===== src/rtl/spim_pkg.sv =====
`default_nettype none

package spim_pkg;

    ////////////////////////////////////////
    // data path widths
    ////////////////////////////////////////

    // one data word on the parallel ports
    localparam int WORD_W = 32;
    // quad bus, one nibble per beat
    localparam int NIB_W  = 4;
    localparam int NIBS   = WORD_W / NIB_W;

    // command fields
    localparam int SIZE_W = 16;
    localparam int BITS_W = 5;

    // beat index within a word, up to 32 beats in standard mode
    localparam int BEAT_W = 5;

    // a data word is either 32 single bits or 8 nibbles
    typedef union packed {
        logic [WORD_W-1:0]          bits;
        logic [NIBS-1:0][NIB_W-1:0] nibbles;
    } spi_word_u;

    ////////////////////////////////////////
    // pad modes, decoded into output enables
    ////////////////////////////////////////

    localparam logic [2:0] PAD_IDLE    = 3'd0;
    localparam logic [2:0] PAD_STD_TX  = 3'd1;
    localparam logic [2:0] PAD_STD_RX  = 3'd2;
    localparam logic [2:0] PAD_QUAD_TX = 3'd3;
    localparam logic [2:0] PAD_QUAD_RX = 3'd4;

endpackage

`default_nettype wire


===== src/rtl/spim_sck_gen.sv =====
`timescale 1ns/1ps
`default_nettype none

module spim_sck_gen
(
    input  logic clk_i,
    input  logic rstn_i,

    input  logic cpol_i,
    input  logic run_i,

    output logic sck_o,
    output logic lead_o,
    output logic trail_o
);

    // phase is high for the active half of each beat
    logic phase_q;

    ////////////////////////////////////////
    // phase toggle
    ////////////////////////////////////////

    always_ff @(posedge clk_i, negedge rstn_i)
    begin
        if (rstn_i == 1'b0)
        begin
            phase_q <= 1'b0;
        end
        else
        begin
            // toggle at clk/2 while a word is shifting
            if (run_i)
                phase_q <= ~phase_q;
            else
                phase_q <= 1'b0;
        end
    end

    ////////////////////////////////////////
    // edge strobes
    ////////////////////////////////////////

    // the coming edge takes sck to its active level
    // registers acting on lead update together with that edge
    assign lead_o  = run_i & ~phase_q;

    // the coming edge returns sck to idle and tx data changes with it
    assign trail_o = phase_q;

    // idle level is cpol and the active level its inverse
    assign sck_o   = cpol_i ^ phase_q;

endmodule

`default_nettype wire


===== src/rtl/spim_ctrl.sv =====
`timescale 1ns/1ps
`default_nettype none

module spim_ctrl
(
    input  logic                        clk_i,
    input  logic                        rstn_i,

    input  logic                        cmd_valid_i,
    input  logic                        cmd_rx_i,
    input  logic                        cmd_qpi_i,
    input  logic                        cmd_lsbfirst_i,
    input  logic [spim_pkg::BITS_W-1:0] cmd_bitsword_i,
    input  logic [spim_pkg::SIZE_W-1:0] cmd_size_i,
    output logic                        cmd_ready_o,

    input  logic                        tx_valid_i,
    output logic                        tx_ready_o,
    input  logic                        rx_busy_i,

    input  logic                        lead_i,
    input  logic                        trail_i,

    output logic                        run_o,
    output logic                        qpi_o,
    output logic                        lsbfirst_o,
    output logic [spim_pkg::BITS_W-1:0] bitsword_o,
    output logic [spim_pkg::BEAT_W-1:0] beat_idx_o,
    output logic [2:0]                  pad_mode_o,
    output logic                        load_o,
    output logic                        capture_start_o,
    output logic                        word_end_o,
    output logic                        done_o
);

    import spim_pkg::*;

    enum logic [1:0] {IDLE, WAIT_WORD, SHIFT, FINISH} state_q, state_d;

    logic              rx_q;
    logic              qpi_q;
    logic              lsb_q;
    logic [BITS_W-1:0] bits_q;
    logic [BEAT_W-1:0] beat_q;
    logic [BEAT_W-1:0] beat_last;
    logic [SIZE_W-1:0] words_q;
    logic              last_beat;
    logic              word_done;
    logic              cmd_take;
    logic              done_d;
    logic              done_q;

    // quad mode moves 4 bits per beat
    assign beat_last = qpi_q ? {2'b00, bits_q[BITS_W-1:2]} : bits_q;
    assign last_beat = (beat_q == beat_last);

    assign run_o     = (state_q == SHIFT);
    assign word_done = run_o & trail_i & last_beat;
    assign cmd_take  = cmd_ready_o & cmd_valid_i;

    // last sample of an rx word lands with this lead
    assign word_end_o = run_o & lead_i & last_beat & rx_q;

    ////////////////////////////////////////
    // next state
    ////////////////////////////////////////

    always_comb
    begin
        state_d         = state_q;
        cmd_ready_o     = 1'b0;
        tx_ready_o      = 1'b0;
        load_o          = 1'b0;
        capture_start_o = 1'b0;
        done_d          = 1'b0;
        case (state_q)
            IDLE:
            begin
                cmd_ready_o = 1'b1;
                if (cmd_valid_i)
                begin
                    // rx starts right away, tx waits for its first word
                    if (cmd_rx_i)
                    begin
                        capture_start_o = 1'b1;
                        state_d         = SHIFT;
                    end
                    else
                    begin
                        state_d = WAIT_WORD;
                    end
                end
            end
            WAIT_WORD:
            begin
                if (rx_q)
                begin
                    if (!rx_busy_i)
                    begin
                        capture_start_o = 1'b1;
                        state_d         = SHIFT;
                    end
                end
                else
                begin
                    tx_ready_o = 1'b1;
                    if (tx_valid_i)
                    begin
                        load_o  = 1'b1;
                        state_d = SHIFT;
                    end
                end
            end
            SHIFT:
            begin
                if (word_done)
                begin
                    if (words_q != '0)
                    begin
                        state_d = WAIT_WORD;
                    end
                    else if (rx_busy_i)
                    begin
                        state_d = FINISH;
                    end
                    else
                    begin
                        state_d = IDLE;
                        done_d  = 1'b1;
                    end
                end
            end
            default:
            begin
                // hold until the final rx word has been taken
                if (!rx_busy_i)
                begin
                    state_d = IDLE;
                    done_d  = 1'b1;
                end
            end
        endcase
    end

    always_comb
    begin
        if (state_q == IDLE)
            pad_mode_o = PAD_IDLE;
        else if (rx_q)
            pad_mode_o = qpi_q ? PAD_QUAD_RX : PAD_STD_RX;
        else
            pad_mode_o = qpi_q ? PAD_QUAD_TX : PAD_STD_TX;
    end

    ////////////////////////////////////////
    // state, config and counters
    ////////////////////////////////////////

    always_ff @(posedge clk_i, negedge rstn_i)
    begin
        if (rstn_i == 1'b0)
        begin
            state_q <= IDLE;
            done_q  <= 1'b0;
            rx_q    <= 1'b0;
            qpi_q   <= 1'b0;
            lsb_q   <= 1'b0;
            bits_q  <= '0;
            beat_q  <= '0;
            words_q <= '0;
        end
        else
        begin
            state_q <= state_d;
            done_q  <= done_d;
            if (cmd_take)
            begin
                rx_q    <= cmd_rx_i;
                qpi_q   <= cmd_qpi_i;
                lsb_q   <= cmd_lsbfirst_i;
                bits_q  <= cmd_bitsword_i;
                words_q <= cmd_size_i;
                beat_q  <= '0;
            end
            else if (word_done)
            begin
                beat_q <= '0;
                if (words_q != '0)
                    words_q <= words_q - 1'b1;
            end
            else if (run_o && trail_i)
            begin
                beat_q <= beat_q + 1'b1;
            end
        end
    end

    assign qpi_o      = qpi_q;
    assign lsbfirst_o = lsb_q;
    assign bitsword_o = bits_q;
    assign beat_idx_o = beat_q;
    assign done_o     = done_q;

endmodule

`default_nettype wire


===== src/rtl/spim_tx_shift.sv =====
`timescale 1ns/1ps
`default_nettype none

module spim_tx_shift
(
    input  logic                        clk_i,
    input  logic                        rstn_i,

    input  logic [spim_pkg::WORD_W-1:0] tx_data_i,
    input  logic                        load_i,
    input  logic                        trail_i,
    input  logic                        qpi_i,
    input  logic                        lsbfirst_i,
    input  logic [spim_pkg::BITS_W-1:0] bitsword_i,
    input  logic [spim_pkg::BEAT_W-1:0] beat_idx_i,
    input  logic [2:0]                  pad_mode_i,

    output logic [spim_pkg::NIB_W-1:0]  sdo_o,
    output logic [spim_pkg::NIB_W-1:0]  oen_o
);

    import spim_pkg::*;

    spi_word_u                word_q;
    spi_word_u                src;
    logic [BEAT_W-1:0]        beat_sel;
    logic [BITS_W-1:0]        bit_idx;
    logic [$clog2(NIBS)-1:0]  nib_idx;
    logic [NIB_W-1:0]         sdo_d;
    logic [NIB_W-1:0]         sdo_q;
    logic [NIB_W-1:0]         oen_d;
    logic [NIB_W-1:0]         oen_q;
    logic                     tx_mode;
    logic                     advance;

    assign tx_mode = (pad_mode_i == PAD_STD_TX) || (pad_mode_i == PAD_QUAD_TX);
    assign advance = load_i | (trail_i & tx_mode);

    ////////////////////////////////////////
    // bit and nibble select
    ////////////////////////////////////////

    // on load the new word goes straight out at beat 0
    // on trail the next beat is presented, the counter moves with the same edge
    always_comb
    begin
        src.bits = load_i ? tx_data_i : word_q.bits;
        beat_sel = load_i ? '0 : beat_idx_i + 1'b1;
        bit_idx  = lsbfirst_i ? beat_sel : bitsword_i - beat_sel;
        nib_idx  = lsbfirst_i ? beat_sel[$clog2(NIBS)-1:0] :
                   bitsword_i[BITS_W-1:2] - beat_sel[$clog2(NIBS)-1:0];
        if (qpi_i)
            sdo_d = src.nibbles[nib_idx];
        else
            sdo_d = {{(NIB_W-1){1'b0}}, src.bits[bit_idx]};
    end

    // active low enables
    always_comb
    begin
        case (pad_mode_i)
            PAD_STD_TX, PAD_STD_RX: oen_d = 4'b1110;
            PAD_QUAD_TX:            oen_d = 4'b0000;
            default:                oen_d = 4'b1111;
        endcase
    end

    always_ff @(posedge clk_i)
    begin
        if (load_i)
            word_q.bits <= tx_data_i;
    end

    always_ff @(posedge clk_i, negedge rstn_i)
    begin
        if (rstn_i == 1'b0)
        begin
            sdo_q <= '0;
            oen_q <= '1;
        end
        else
        begin
            oen_q <= oen_d;
            if (advance)
                sdo_q <= sdo_d;
        end
    end

    assign sdo_o = sdo_q;
    assign oen_o = oen_q;

endmodule

`default_nettype wire


===== src/rtl/spim_rx_shift.sv =====
`timescale 1ns/1ps
`default_nettype none

module spim_rx_shift
(
    input  logic                        clk_i,
    input  logic                        rstn_i,

    input  logic [spim_pkg::NIB_W-1:0]  sdi_i,
    input  logic                        lead_i,
    input  logic                        capture_start_i,
    input  logic                        word_end_i,
    input  logic                        qpi_i,
    input  logic                        lsbfirst_i,
    input  logic [spim_pkg::BITS_W-1:0] bitsword_i,
    input  logic [spim_pkg::BEAT_W-1:0] beat_idx_i,

    output logic [spim_pkg::WORD_W-1:0] rx_data_o,
    output logic                        rx_valid_o,
    output logic                        rx_busy_o,
    input  logic                        rx_ready_i
);

    import spim_pkg::*;

    spi_word_u               asm_q;
    spi_word_u               asm_d;
    logic [BITS_W-1:0]       bit_idx;
    logic [$clog2(NIBS)-1:0] nib_idx;
    logic [WORD_W-1:0]       data_q;
    logic                    valid_q;

    ////////////////////////////////////////
    // word assembly
    ////////////////////////////////////////

    // sdi1 in standard mode, sdi3..sdi0 as one nibble in quad mode
    always_comb
    begin
        bit_idx = lsbfirst_i ? beat_idx_i : bitsword_i - beat_idx_i;
        nib_idx = lsbfirst_i ? beat_idx_i[$clog2(NIBS)-1:0] :
                  bitsword_i[BITS_W-1:2] - beat_idx_i[$clog2(NIBS)-1:0];
        asm_d = asm_q;
        if (qpi_i)
            asm_d.nibbles[nib_idx] = sdi_i;
        else
            asm_d.bits[bit_idx] = sdi_i[1];
    end

    // cleared per word so that bits above the word length read as zero
    always_ff @(posedge clk_i)
    begin
        if (capture_start_i)
            asm_q.bits <= '0;
        else if (lead_i)
            asm_q <= asm_d;
    end

    // word_end comes with the last lead, so take the merged value
    always_ff @(posedge clk_i)
    begin
        if (word_end_i)
            data_q <= asm_d.bits;
    end

    ////////////////////////////////////////
    // receive handshake
    ////////////////////////////////////////

    always_ff @(posedge clk_i, negedge rstn_i)
    begin
        if (rstn_i == 1'b0)
        begin
            valid_q <= 1'b0;
        end
        else
        begin
            if (word_end_i)
                valid_q <= 1'b1;
            else if (rx_ready_i)
                valid_q <= 1'b0;
        end
    end

    // a word accepted this cycle no longer blocks the next one
    assign rx_busy_o  = valid_q & ~rx_ready_i;
    assign rx_valid_o = valid_q;
    assign rx_data_o  = data_q;

endmodule

`default_nettype wire


===== src/rtl/spim_top.sv =====
`timescale 1ns/1ps
`default_nettype none

module spim_top
(
    input  logic                        clk_i,
    input  logic                        rstn_i,

    input  logic                        cmd_valid_i,
    output logic                        cmd_ready_o,
    input  logic                        cmd_rx_i,
    input  logic                        cmd_qpi_i,
    input  logic                        cmd_lsbfirst_i,
    input  logic [spim_pkg::BITS_W-1:0] cmd_bitsword_i,
    input  logic [spim_pkg::SIZE_W-1:0] cmd_size_i,

    input  logic                        cpol_i,

    input  logic [spim_pkg::WORD_W-1:0] tx_data_i,
    input  logic                        tx_valid_i,
    output logic                        tx_ready_o,

    output logic [spim_pkg::WORD_W-1:0] rx_data_o,
    output logic                        rx_valid_o,
    input  logic                        rx_ready_i,

    output logic                        done_o,

    output logic                        sck_o,
    output logic [spim_pkg::NIB_W-1:0]  sdo_o,
    output logic [spim_pkg::NIB_W-1:0]  oen_o,
    input  logic [spim_pkg::NIB_W-1:0]  sdi_i
);

    import spim_pkg::*;

    logic              run;
    logic              lead;
    logic              trail;
    logic              qpi;
    logic              lsbfirst;
    logic [BITS_W-1:0] bitsword;
    logic [BEAT_W-1:0] beat_idx;
    logic [2:0]        pad_mode;
    logic              load;
    logic              capture_start;
    logic              word_end;
    logic              rx_busy;

    ////////////////////////////////////////
    // clock and control
    ////////////////////////////////////////

    spim_sck_gen i_sck_gen
    (
        .clk_i   (clk_i),
        .rstn_i  (rstn_i),
        .cpol_i  (cpol_i),
        .run_i   (run),
        .sck_o   (sck_o),
        .lead_o  (lead),
        .trail_o (trail)
    );

    spim_ctrl i_ctrl
    (
        .clk_i           (clk_i),
        .rstn_i          (rstn_i),
        .cmd_valid_i     (cmd_valid_i),
        .cmd_rx_i        (cmd_rx_i),
        .cmd_qpi_i       (cmd_qpi_i),
        .cmd_lsbfirst_i  (cmd_lsbfirst_i),
        .cmd_bitsword_i  (cmd_bitsword_i),
        .cmd_size_i      (cmd_size_i),
        .cmd_ready_o     (cmd_ready_o),
        .tx_valid_i      (tx_valid_i),
        .tx_ready_o      (tx_ready_o),
        .rx_busy_i       (rx_busy),
        .lead_i          (lead),
        .trail_i         (trail),
        .run_o           (run),
        .qpi_o           (qpi),
        .lsbfirst_o      (lsbfirst),
        .bitsword_o      (bitsword),
        .beat_idx_o      (beat_idx),
        .pad_mode_o      (pad_mode),
        .load_o          (load),
        .capture_start_o (capture_start),
        .word_end_o      (word_end),
        .done_o          (done_o)
    );

    ////////////////////////////////////////
    // data paths
    ////////////////////////////////////////

    spim_tx_shift i_tx_shift
    (
        .clk_i      (clk_i),
        .rstn_i     (rstn_i),
        .tx_data_i  (tx_data_i),
        .load_i     (load),
        .trail_i    (trail),
        .qpi_i      (qpi),
        .lsbfirst_i (lsbfirst),
        .bitsword_i (bitsword),
        .beat_idx_i (beat_idx),
        .pad_mode_i (pad_mode),
        .sdo_o      (sdo_o),
        .oen_o      (oen_o)
    );

    spim_rx_shift i_rx_shift
    (
        .clk_i           (clk_i),
        .rstn_i          (rstn_i),
        .sdi_i           (sdi_i),
        .lead_i          (lead),
        .capture_start_i (capture_start),
        .word_end_i      (word_end),
        .qpi_i           (qpi),
        .lsbfirst_i      (lsbfirst),
        .bitsword_i      (bitsword),
        .beat_idx_i      (beat_idx),
        .rx_data_o       (rx_data_o),
        .rx_valid_o      (rx_valid_o),
        .rx_busy_o       (rx_busy),
        .rx_ready_i      (rx_ready_i)
    );

endmodule

`default_nettype wire


===== config.mk =====
export PLATFORM = sky130hd
export DESIGN_NAME = spim_top
export DESIGN_NICKNAME = d
export VERILOG_FILES = /design/src/rtl/spim_pkg.sv /design/src/rtl/spim_sck_gen.sv /design/src/rtl/spim_ctrl.sv /design/src/rtl/spim_tx_shift.sv /design/src/rtl/spim_rx_shift.sv /design/src/rtl/spim_top.sv
export SDC_FILE = /design/constraint.sdc
export NUM_CORES = 1
export LEC_CHECK = 0
export BUFFER_PORTS_ARGS = -buffer_cell sky130_fd_sc_hd__buf_2
export CORE_ASPECT_RATIO = 0.8
export CORE_MARGIN = 2
export CORE_UTILIZATION = 59
export CTS_CLUSTER_DIAMETER = 50
export DETAILED_ROUTE_END_ITERATION = 10
export GPL_TIMING_DRIVEN = 0
export HOLD_SLACK_MARGIN = 0.03
export PLACE_DENSITY_LB_ADDON = 0.15
export REMOVE_ABC_BUFFERS = 1
export SLEW_MARGIN = 20
export SYNTH_ARGS = -nofsm -noshare
export SYNTH_HDL_FRONTEND = slang
export SYNTH_HIERARCHICAL = 1
export SYNTH_SLANG_ARGS = --single-unit

===== constraint.sdc =====
create_clock -name clk_i -period 4.5 [get_ports clk_i]
set_input_delay 0.675 -clock clk_i [delete_from_list [all_inputs] [get_ports clk_i]]
set_output_delay 0.675 -clock clk_i [all_outputs]
set_load 0.1 [all_outputs]

; Yosys cells after proc, flatten, opt, wreduce, memory -nomap -nowiden
; Cells that the tools add are included.
[word_totals]
regBits = 138
latch_bits = 0
mem_bits_rw = 0
mem_bits_ro = 0
inputBits = 66
output_inout_bits = 45
wordCells = 122
n_memories = 0
[op_classes]
n_addsub = 6
n_mul = 0
n_div = 0
order_cmp = 6
eq_ne = 11
shifts = 0
muxes = 57
bitwise = 13
n_reduce_logical = 14
[ops]
columns = operator, count
row1 = 32-bit bitwise mux, 2
row2 = 32-bit 2-to-1 mux, 2
row3 = 16-bit 2-to-1 mux, 3
row4 = 5-bit 2-to-1 mux, 7
row5 = 2-bit 2-to-1 mux, 10
row6 = 1-bit 2-to-1 mux, 17
row7 = 16-bit nonzero test, 1
row8 = 16-bit by 1-bit subtractor with 16-bit output (second input constant), 1
row9 = 3-bit 2-to-1 mux, 5
row10 = 4-bit binary-select mux with 3-bit select, 1
row11 = 4-bit demux with 3-bit select, 1
row12 = 5-bit by 6-bit < comparator with 1-bit output (second input constant), 2
row13 = 4-bit 2-to-1 mux, 3
row14 = 5-bit subtractor, 2
row15 = 1-bit bitwise AND, 9
row16 = 3-bit by 4-bit < comparator with 1-bit output (second input constant), 2
row17 = 4-bit one-hot mux with 2 select lines, 1
row18 = 3-bit by 2-bit == test with 1-bit output (second input constant), 2
row19 = 2-bit one-hot mux with 3 select lines, 1
row20 = 2-bit nonzero test, 3
row21 = 3-bit subtractor, 2
row22 = 5-bit by 1-bit adder with 5-bit output (second input constant), 1
row23 = 1-bit binary-select mux with 5-bit select, 1
row24 = 1-bit demux with 5-bit select, 1
row25 = other kinds (21), 27

; Depth between registers and ports, before layout
; Gate-level depths: netlist of the first run.
[depth]
word_depth = 9
mapped_depth = 17
mapped_depth_nobuf = 13

; By module
; Netlist of the first run, hierarchy kept.
[modules_own_cells]
columns = mod, n_inst, cells_per_inst, area_each_um2, seq_area_each_um2
row1 = spim_rx_shift, 1, 412, 4083.9, 1626.6
row2 = spim_tx_shift, 1, 306, 2693.8, 793.3
row3 = spim_ctrl, 1, 229, 1941.9, 800.8
row4 = spim_sck_gen, 1, 3, 40.0, 25.0

; Least setup slack after synthesis of the first run
; Ideal clock, no wire load.
[synth_timing]
path_type = input-to-reg
startpoint = input tx_valid_i
endpoint = register i_tx_shift.sdo_q[0] (netlist: i_tx_shift/sdo_o[0])
setup_time_ns = 0.136
arrival_ns = 3.396
required_time_ns = 4.364
path_slack_ns = 0.968
stages = 15
n_path_buf = 6
path_cell_list = and3_1 > buf_4 > buf_2 > buf_2 > buf_2 > nand2b_1 > fa_1 > a21boi_1 > buf_4 > buf_6 > a211oi_1 > a221oi_1 > nand2_1 > a32oi_1 > o211ai_1
[synth_between]
elab_chain_cells = 9
elab_cells_between_ends = 15
cone_classes = 2 x add/sub / 12 x mux / 1 x bitwise
[synth_lines]
columns = element, line_no
row1 = from (decl), spim_top.sv:20  ; input logic tx_valid_i,
row2 = 1-bit 2-to-1 mux (*), spim_ctrl.sv:107  ; if (tx_valid_i)
row3 = 1-bit 2-to-1 mux (*), spim_ctrl.sv:96  ; if (rx_q)
row4 = 1-bit 2-to-1 mux (*), spim_ctrl.sv:76  ; case (state_q)
row5 = 5-bit 2-to-1 mux, spim_tx_shift.sv:48  ; beat_sel = load_i ? '0 : beat_idx_i + 1'b1;
row6 = 5-bit subtractor or 3-bit subtractor (tied branches), "spim_tx_shift.sv:49, spim_tx_shift.sv:51"
row7 = 5-bit 2-to-1 mux or 3-bit 2-to-1 mux (tied branches), "spim_tx_shift.sv:49, spim_tx_shift.sv:50"
row8 = 1-bit binary-select mux with 5-bit select or 4-bit binary-select mux with 3-bit select (tied branches), "spim_tx_shift.sv:55, spim_tx_shift.sv:53"
row9 = 1-bit 2-to-1 mux (implied by the code) or 4-bit 2-to-1 mux (tied branches), "spim_tx_shift.sv:55, spim_tx_shift.sv:53"
row10 = 4-bit 2-to-1 mux, spim_tx_shift.sv:52  ; if (qpi_i)
row11 = to (signal assigned), spim_tx_shift.sv:85  ; sdo_q <= sdo_d;
row12 = to (decl), spim_tx_shift.sv:30  ; logic [NIB_W-1:0] sdo_q;
; Every way passes the cells marked *; elsewhere a longest branch is shown, timed or not. The select of a mux whose other input is x is not followed.
; A chain may end at the register's enable or synchronous reset.

; Final worst setup path of the first run
[layout_timing]
startpoint = register i_ctrl/state_q[1] in the netlist's numbering
endpoint = register i_tx_shift.sdo_q[0] (netlist: i_tx_shift/sdo_o[0])
[layout_between]
elab_chain_cells = 8
elab_cells_between_ends = 20
cone_classes = 2 x add/sub / 3 x eq/ne / 11 x mux / 2 x bitwise / 2 x reduce/logical
[layout_lines]
columns = element, line_no
row1 = from (decl), spim_ctrl.sv:38  ; enum logic [1:0] {IDLE, WAIT_WORD, SHIFT, FINISH} state_q, state_d;
row2 = from (signal assigned), spim_ctrl.sv:174  ; state_q <= state_d;
row3 = 2-bit by 1-bit == test with 1-bit output (*), spim_ctrl.sv:76
row4 = 1-bit 2-to-1 mux (*), spim_ctrl.sv:76
row5 = net load, spim_top.sv:45  ; logic load;
row6 = 5-bit 2-to-1 mux, spim_tx_shift.sv:48
row7 = 5-bit subtractor or 3-bit subtractor (tied branches), "spim_tx_shift.sv:49, spim_tx_shift.sv:51"
row8 = 5-bit 2-to-1 mux or 3-bit 2-to-1 mux (tied branches), "spim_tx_shift.sv:49, spim_tx_shift.sv:50"
row9 = 1-bit binary-select mux with 5-bit select or 4-bit binary-select mux with 3-bit select (tied branches), "spim_tx_shift.sv:55, spim_tx_shift.sv:53"
row10 = 1-bit 2-to-1 mux (implied by the code) or 4-bit 2-to-1 mux (tied branches), "spim_tx_shift.sv:55, spim_tx_shift.sv:53"
row11 = 4-bit 2-to-1 mux, spim_tx_shift.sv:52
; Mark *: on every way through the listed nets, which the timed path passes. The rest lies on a longest branch. The select of a mux whose other input is x is not followed.

==> out/qor.json, run 1 <==
{
  "outcome": "complete, no violations",
  "final_core_utilization": 0.6912,
  "nFillCells": 1089,
  "gp_congestion": 0.8255,
  "end_kind": "register",
  "fin_skew_ns": 0.006964,
  "max_slew.worst_pin.slew_ns": 1.108,
  "max-cap-violations": 0,
  "synthesis.instances": 950,
  "pin_count_of_the_biggest_net_entering_global_routing": 53,
  "max_clock_freq_mhz": 249.2,
  "setup-violations-final": 0,
  "crit_chain": "nor2_1 -> and3_4 -> nor2_1 -> ha_1 -> mux2i_2 -> mux2_2 -> a311oi_1 -> a31oi_1 -> a211oi_1 -> o211ai_1 -> o211ai_1",
  "core_region_area_mm2": 0.01440,
  "dieArea_mm2": 0.01584,
  "tritoncts": "done",
  "synth_enable_flop_cells": 32,
  "worst_path_clk_slew_ns": 0.06,
  "routed_wl_um": 21830,
  "design.final.nets": 1101,
  "post_route_cells_drive_above_1_share": 0.2109,
  "grt_pass1_vias": 7039,
  "grt_setup_unrepaired": "no",
  "initial_utilization": 0.6085,
  "synth_ff_type": "sky130_fd_sc_hd__dfxtp_1",
  "clock_path_buffers": 2,
  "holdBufCountCts": 0,
  "route.detailed.wl_per_inst_um": 18.00,
  "crit_arrival_ns": 4.37,
  "hold_violations": 0,
  "grtUsageTotal": 0.2809,
  "grt_remaining_overflow": 0,
  "detail_route.vias_per_cell": 6.331,
  "clock_sink_count": 136,
  "die-width_um": 140.2,
  "syn-cell-area_mm2": 0.008760,
  "postCtsSetupBuffers": 0,
  "hold_path.class": "in2async",
  "finish.instance_area_mm2": 0.009950,
  "critical_path_class": "reg2reg",
  "drt-initial-drc-count": 907,
  "first_pass_iters": 5,
  "die-height_um": 113.0,
  "yosys_register_bits": 136,
  "cts_max_level": 4,
  "yosys.cell_types.count": 88,
  "finalCritPeriodShare": 0.8917,
  "rrSetupSlack_ns": 0.49,
  "clockRootBuffer": "sky130_fd_sc_hd__clkbuf_16",
  "postSynth.asyncResetShare": 0.2941,
  "period_minus_ws_final_ns": 4.012,
  "data_required_time_of_the_worst_path_ns": 4.85,
  "row_count": 39,
  "synth.yosys.seq_area_share": 0.3705,
  "areaGrowthSynthToFinish_pct": 13.58,
  "insertion_delay_ns": 0.44,
  "number_of_antenna_violations_at_the_first_check_in_global_routing": 0,
  "antenna_violating_nets_remaining": 0,
  "cts_inserted_buffers": 17,
  "grt_first_pass_wirelength_um": 35590,
  "worstPathMaxFanout": 52,
  "post-route-drc-count": 0,
  "io_buffer_count": 110,
  "syn_area_per_cell_um2": 9.221,
  "critical_path_slowest_stage_cell": "sky130_fd_sc_hd__mux2i_2",
  "synth.yosys.warnings": 6,
  "slew_violations": 0,
  "place_hpwl_um": 14570,
  "vias": 7680,
  "dpl-instance-area_mm2": 0.009308,
  "cp-start-kind": "register",
  "antenna_cells_inserted": 0,
  "design.portCount": 111,
  "worst_slew_margin_rel": 0.2595,
  "post_cts_resize_count": 0,
  "critical_path.max_stage_delay_ns": 0.70
}
state kept, by name, summed over array words and instances, names as in the netlist:
register,flops
i_ctrl/state_q,2
i_tx_shift/word_q,32
i_rx_shift/rx_valid_o,1
i_tx_shift/oen_o,2
i_rx_shift/asm_q,32
i_ctrl/lsbfirst_o,1
i_rx_shift/rx_data_o,32
i_tx_shift/sdo_o,4
i_sck_gen/trail_o,1
i_ctrl/words_q,16
i_ctrl/beat_idx_o,5
i_ctrl/done_o,1
i_ctrl/qpi_o,1
i_ctrl/rx_q,1
i_ctrl/bitsword_o,5
layout by cell type (no fill, tap or decap), types with 6 or more instances in the layout:
cell type,netlist,layout
sky130_fd_sc_hd__edfxtp_1,32,32
sky130_fd_sc_hd__a21oi_1,25,25
sky130_fd_sc_hd__a22o_1,25,25
sky130_fd_sc_hd__mux2_1,12,12
sky130_fd_sc_hd__nor2_1,72,71
sky130_fd_sc_hd__nand2b_1,10,10
sky130_fd_sc_hd__buf_2,18,110
sky130_fd_sc_hd__inv_1,28,28
sky130_fd_sc_hd__nand2_1,99,99
sky130_fd_sc_hd__nand3_1,20,20
sky130_fd_sc_hd__dfxtp_1,64,64
sky130_fd_sc_hd__and2_1,14,13
sky130_fd_sc_hd__xor2_1,15,15
sky130_fd_sc_hd__clkbuf_16,0,20
sky130_fd_sc_hd__o21ai_0,14,14
sky130_fd_sc_hd__a311oi_1,7,7
sky130_fd_sc_hd__a31oi_1,23,23
sky130_fd_sc_hd__nor3_1,30,29
sky130_fd_sc_hd__o21ai_1,13,13
sky130_fd_sc_hd__nand4_1,9,9
sky130_fd_sc_hd__or3_1,7,7
sky130_fd_sc_hd__nor2b_1,16,15
sky130_fd_sc_hd__xnor2_1,6,6
sky130_fd_sc_hd__dfrtp_1,38,36
sky130_fd_sc_hd__ha_1,15,15
sky130_fd_sc_hd__o21bai_1,26,26
sky130_fd_sc_hd__mux2i_1,45,45
sky130_fd_sc_hd__nand3b_1,7,7
sky130_fd_sc_hd__and3_1,8,7
sky130_fd_sc_hd__clkbuf_8,0,6
sky130_fd_sc_hd__a211oi_1,58,58
sky130_fd_sc_hd__mux2_2,26,26
sky130_fd_sc_hd__o211ai_1,8,8
stage by stage:
step,hold slack [ns],TNS (ns),setup slack (ns),instances
floorplan,0.3794,-13.02,-0.9970,882
global placement,0.4623,-74.20,-2.406,1176
detailed placement,0.4677,0,0.4311,1181
CTS,0.4049,0,0.3675,1213
global route,0.4445,0,0.2440,1213
finish,0.3747,0,0.4875,1213
critical path: cells and delay by family (launching register included):
kind | cells | cell delay (ns)
AOI/OAI and AO/OA | 5 | 0.92
DFF | 1 | 0.47
adders and majority gates | 1 | 0.42
muxes | 2 | 1.11
and+or+nand+nor | 3 | 0.96
cell families after synthesis:
kind of cell	share of synthesized area
muxes	0.1113
xor gates and xnor gates	0.02100
buffers and inverters	0.05356
and+or+nand+nor	0.1918
DFF	0.3705
adders and majority gates	0.03057
AOI/OAI and AO/OA	0.2213
worst paths after layout:
kind,startpoint,to,cells after the start
max,i_ctrl/state_q[1],i_tx_shift/sdo_o[0],11
min,rstn_i,i_ctrl/words_q[5],1
max reg2reg,i_ctrl/state_q[1],i_tx_shift/sdo_o[0],11
min reg2reg,i_tx_shift/word_q[14],i_tx_shift/word_q[14],1
max in group asynchronous,rstn_i,i_ctrl/qpi_o,1
min in group clk_i,cmd_lsbfirst_i,i_ctrl/lsbfirst_o,3
layer usage:
metal / global-route usage / part of all wire / up-vias
met5: 0 / 0 / -
met4: 0.08350 / 0.013 / 0
met3: 0.07152 / 0.084 / 33
li1: - / - / 3693
met1: 0.4073 / 0.47 / 3615
met2: 0.4163 / 0.43 / 339
cells in the mapped netlist (all sizes together), types with 23 or more instances:
master / instances / area [um^2]
o21ai: 27 / 135.1
buf: 34 / 232.7
dfrtp: 38 / 950.9
clkbuf: 34 / 127.6
a21oi: 25 / 125.1
a22o: 25 / 219.0
a211oi: 58 / 435.4
dfxtp: 64 / 1281
mux2i: 46 / 464.2
nand2: 100 / 382.9
nor2: 77 / 316.5
nor3: 33 / 180.2
edfxtp: 32 / 960.9
a31oi: 23 / 143.9
inv: 29 / 108.9
mux2: 39 / 442.9
o21bai: 26 / 195.2
area by class of cell:
type | instances | area, um^2 | area share
Clock inverter | 5 | 50.05 | 0.005030
Timing Repair Buffer | 115 | 641.9 | 0.06451
Multi-Input combinational cell | 717 | 5081 | 0.5107
Tap cell | 184 | 230.2 | 0.02314
Inverter | 29 | 108.9 | 0.01094
Sequential cell | 136 | 3251 | 0.3267
Clock buffer | 27 | 586.8 | 0.05898
Power of run 1 is not shown: default switching activity piles up to over one toggle a cycle in this logic, so the estimate is an artifact.
==> run 2, diff against run 1 <==
--- a/config.mk
+++ b/config.mk
@@ -15,6 +15,7 @@
 export HOLD_SLACK_MARGIN = 0.03
 export PLACE_DENSITY_LB_ADDON = 0.15
 export REMOVE_ABC_BUFFERS = 1
+export SETUP_SLACK_MARGIN = 0.5
 export SLEW_MARGIN = 20
 export SYNTH_ARGS = -nofsm -noshare
 export SYNTH_HDL_FRONTEND = slang
==> out/qor.json, run 2 (synthesis results as in run 1) <==
{
  "outcome": "complete, no violations",
  "worst_path_clk_slew": {"value": 0.06, "unit": "ns", "change": "about the same"},
  "drt-met1-wl": {"value": 10380, "unit": "um", "change": "+0.90%"},
  "route.detailed.wl_per_inst": {"value": 17.95, "unit": "um", "change": "-0.27%"},
  "pin_count_of_the_biggest_net_entering_global_routing": {"value": 53, "change": "unchanged"},
  "postCtsSetupBuffers": {"value": 0, "change": "unchanged"},
  "number_of_antenna_violations_at_the_first_check_in_global_routing": {"value": 0, "change": "unchanged"},
  "data_required_time_of_the_worst_path": {"value": 4.68, "unit": "ns", "change": "-0.17 ns"},
  "slew_violations": {"value": 0, "change": "unchanged"},
  "grt_first_pass_wirelength": {"value": 35590, "unit": "um", "change": "unchanged"},
  "grt_remaining_overflow": {"value": 0, "change": "unchanged"},
  "io_buffer_count": {"value": 110, "change": "unchanged"},
  "core_region_area": {"value": 0.01440, "unit": "mm^2", "change": "unchanged"},
  "antenna_violating_nets_remaining": {"value": 0, "change": "unchanged"},
  "gp_congestion": {"value": 0.8255, "change": "unchanged"},
  "place_hpwl": {"value": 14570, "unit": "um", "change": "unchanged"},
  "design.final.nets": {"value": 1101, "change": "unchanged"},
  "post-route-drc-count": {"value": 0, "change": "unchanged"},
  "routed_wl": {"value": 21770, "unit": "um", "change": "-0.27%"},
  "detail_route.vias_per_cell": {"value": 6.308, "change": "-0.36%"},
  "end_kind": "register",
  "layout.cells.most_common": "sky130_fd_sc_hd__buf_2",
  "grtUsageTotal": {"value": 0.2809, "change": "unchanged"},
  "vias": {"value": 7652, "change": "-0.36%"},
  "critical_path_class": "reg2reg",
  "clock_sink_count": {"value": 136, "change": "unchanged"},
  "max_slew.worst_pin.slew": {"value": 0.9725, "unit": "ns", "change": "-0.1360 ns"},
  "die-width": {"value": 140.2, "unit": "um", "change": "unchanged"},
  "placed_cells_incl_taps": {"value": 1181, "change": "unchanged"},
  "grt_pass1_vias": {"value": 7039, "change": "unchanged"},
  "period_minus_ws_final": {"value": 3.813, "unit": "ns", "change": "-0.1998 ns"},
  "cp-start-kind": "register",
  "finalCritPeriodShare": {"value": 0.8473, "change": "-0.04439"},
  "worstPathMaxFanout": {"value": 20, "change": "-62%"},
  "clockRootBuffer": "sky130_fd_sc_hd__clkbuf_16",
  "cts_inserted_buffers": {"value": 17, "change": "unchanged"},
  "dpl-instance-area": {"value": 0.009308, "unit": "mm^2", "change": "unchanged"},
  "cts_max_level": {"value": 4, "change": "unchanged"},
  "die-height": {"value": 113.0, "unit": "um", "change": "unchanged"},
  "most_frequent_cells_in_the_layout": "110 x sky130_fd_sc_hd__buf_2, 99 x sky130_fd_sc_hd__nand2_1, 71 x sky130_fd_sc_hd__nor2_1",
  "nFillCells": {"value": 1089, "change": "unchanged"},
  "areaGrowthSynthToFinish_pct": 13.73,
  "max_clock_freq": {"value": 262.3, "unit": "MHz", "change": "+5.2%"},
  "initial_utilization": {"value": 0.6085, "change": "unchanged"},
  "post_route_cells_drive_above_1_share": {"value": 0.2119, "change": "+0.0009718"},
  "final_core_utilization": {"value": 0.6920, "change": "+0.0008690"},
  "tritoncts": "done",
  "dieArea": {"value": 0.01584, "unit": "mm^2", "change": "unchanged"},
  "drt-initial-drc-count": {"value": 934, "change": "+3.0%"},
  "fin_skew": {"value": 0.007862, "unit": "ns", "change": "+0.0008983 ns"},
  "finish.instance_area": {"value": 0.009962, "unit": "mm^2", "change": "+0.13%"},
  "timing.setup.tns": {"value": 0, "unit": "ns", "change": "unchanged"},
  "grt_setup_unrepaired": "yes",
  "top_layer_used": "met4",
  "first_pass_iters": {"value": 5, "change": "unchanged"},
  "clock_path_buffers": {"value": 2, "change": "unchanged"},
  "worst_slew_margin_rel": {"value": 0.3467, "change": "+0.08717"},
  "dr_wl_met3": {"value": 1630, "unit": "um", "change": "-11%"},
  "crit_arrival": {"value": 3.99, "unit": "ns", "change": "-0.38 ns"},
  "design.portCount": {"value": 111, "change": "unchanged"},
  "max-cap-violations": {"value": 0, "change": "unchanged"},
  "row_count": {"value": 39, "change": "unchanged"},
  "hold_path.class": "in2async",
  "hold_violations": {"value": 0, "change": "unchanged"},
  "insertion_delay": {"value": 0.43, "unit": "ns", "change": "about the same"},
  "antenna_cells_inserted": {"value": 0, "change": "unchanged"},
  "holdBufCountCts": {"value": 0, "change": "unchanged"},
  "setup-violations-final": {"value": 0, "change": "unchanged"},
  "met2_wire_length": {"value": 9473, "unit": "um", "change": "+0.50%"},
  "fin_cells": {"value": 1213, "change": "unchanged"}
}
==> run 2: cell types whose count changed in the layout (fill, tap and decap cells not counted) <==
cell,before,now
sky130_fd_sc_hd__mux2i_2,1,0
sky130_fd_sc_hd__mux2i_4,0,1
sky130_fd_sc_hd__o21bai_1,26,25
sky130_fd_sc_hd__o21bai_2,0,1
==> run 2: routing by layer <==
metal	GRT usage	vias up
met3	0.07152	30
met1	0.4073	3635
met4	0.08350	0
li1	-	3691
met2	0.4163	296
met5	0	-
==> run 2: worst paths after layout <==
path	start	to	slack (ns)	depth (start not counted)
setup / recovery	i_ctrl/beat_idx_o[0]	i_rx_shift/rx_data_o[5]	0.69	9
hold / removal	rstn_i	i_ctrl/words_q[5]	0.38	1
setup reg to reg	i_ctrl/beat_idx_o[0]	i_rx_shift/rx_data_o[5]	0.69	9
hold reg to reg	i_tx_shift/word_q[14]	i_tx_shift/word_q[14]	0.48	1
max in group asynchronous	rstn_i	i_ctrl/qpi_o	3.46	1
min in group clk_i	cmd_lsbfirst_i	i_ctrl/lsbfirst_o	0.44	3
==> run 2: repair_timing <==
action	in CTS	in global routing
resized for setup	1	2
cloned	0	0
endpoints found under the setup margin	13	7
==> run 2: final cells by class <==
cell class / count / area [um^2] / area share
clock buffer: 27 / 586.8 / 0.05890
tap: 184 / 230.2 / 0.02311
sequential: 136 / 3251 / 0.3263
multi-input combinational: 717 / 5094 / 0.5113
clock inverter: 5 / 50.05 / 0.005024
inverter: 29 / 108.9 / 0.01093
timing repair buffer: 115 / 641.9 / 0.06443
==> run 2: critical path: stages (launching register included) <==
cell                      delay [ns]
sky130_fd_sc_hd__dfrtp_1        0.85
sky130_fd_sc_hd__ha_1           0.31
sky130_fd_sc_hd__inv_1          0.07
sky130_fd_sc_hd__fa_1           0.43
sky130_fd_sc_hd__and3_1         0.23
sky130_fd_sc_hd__or4b_1         0.53
sky130_fd_sc_hd__o211a_1        0.32
sky130_fd_sc_hd__and2_4         0.27
sky130_fd_sc_hd__a22oi_1        0.19
sky130_fd_sc_hd__mux2_2         0.37
==> run 2: through the flow <==
step                      hold slack, ns  setup slack, ns
after floorplan                   0.3794          -0.9970
after global placement            0.4623           -2.406
after detailed placement          0.4677           0.4311
after CTS                         0.4049           0.5410
after global routing              0.4445           0.4602
final                             0.3788           0.6873
Power of run 2 is left out for the same reason.
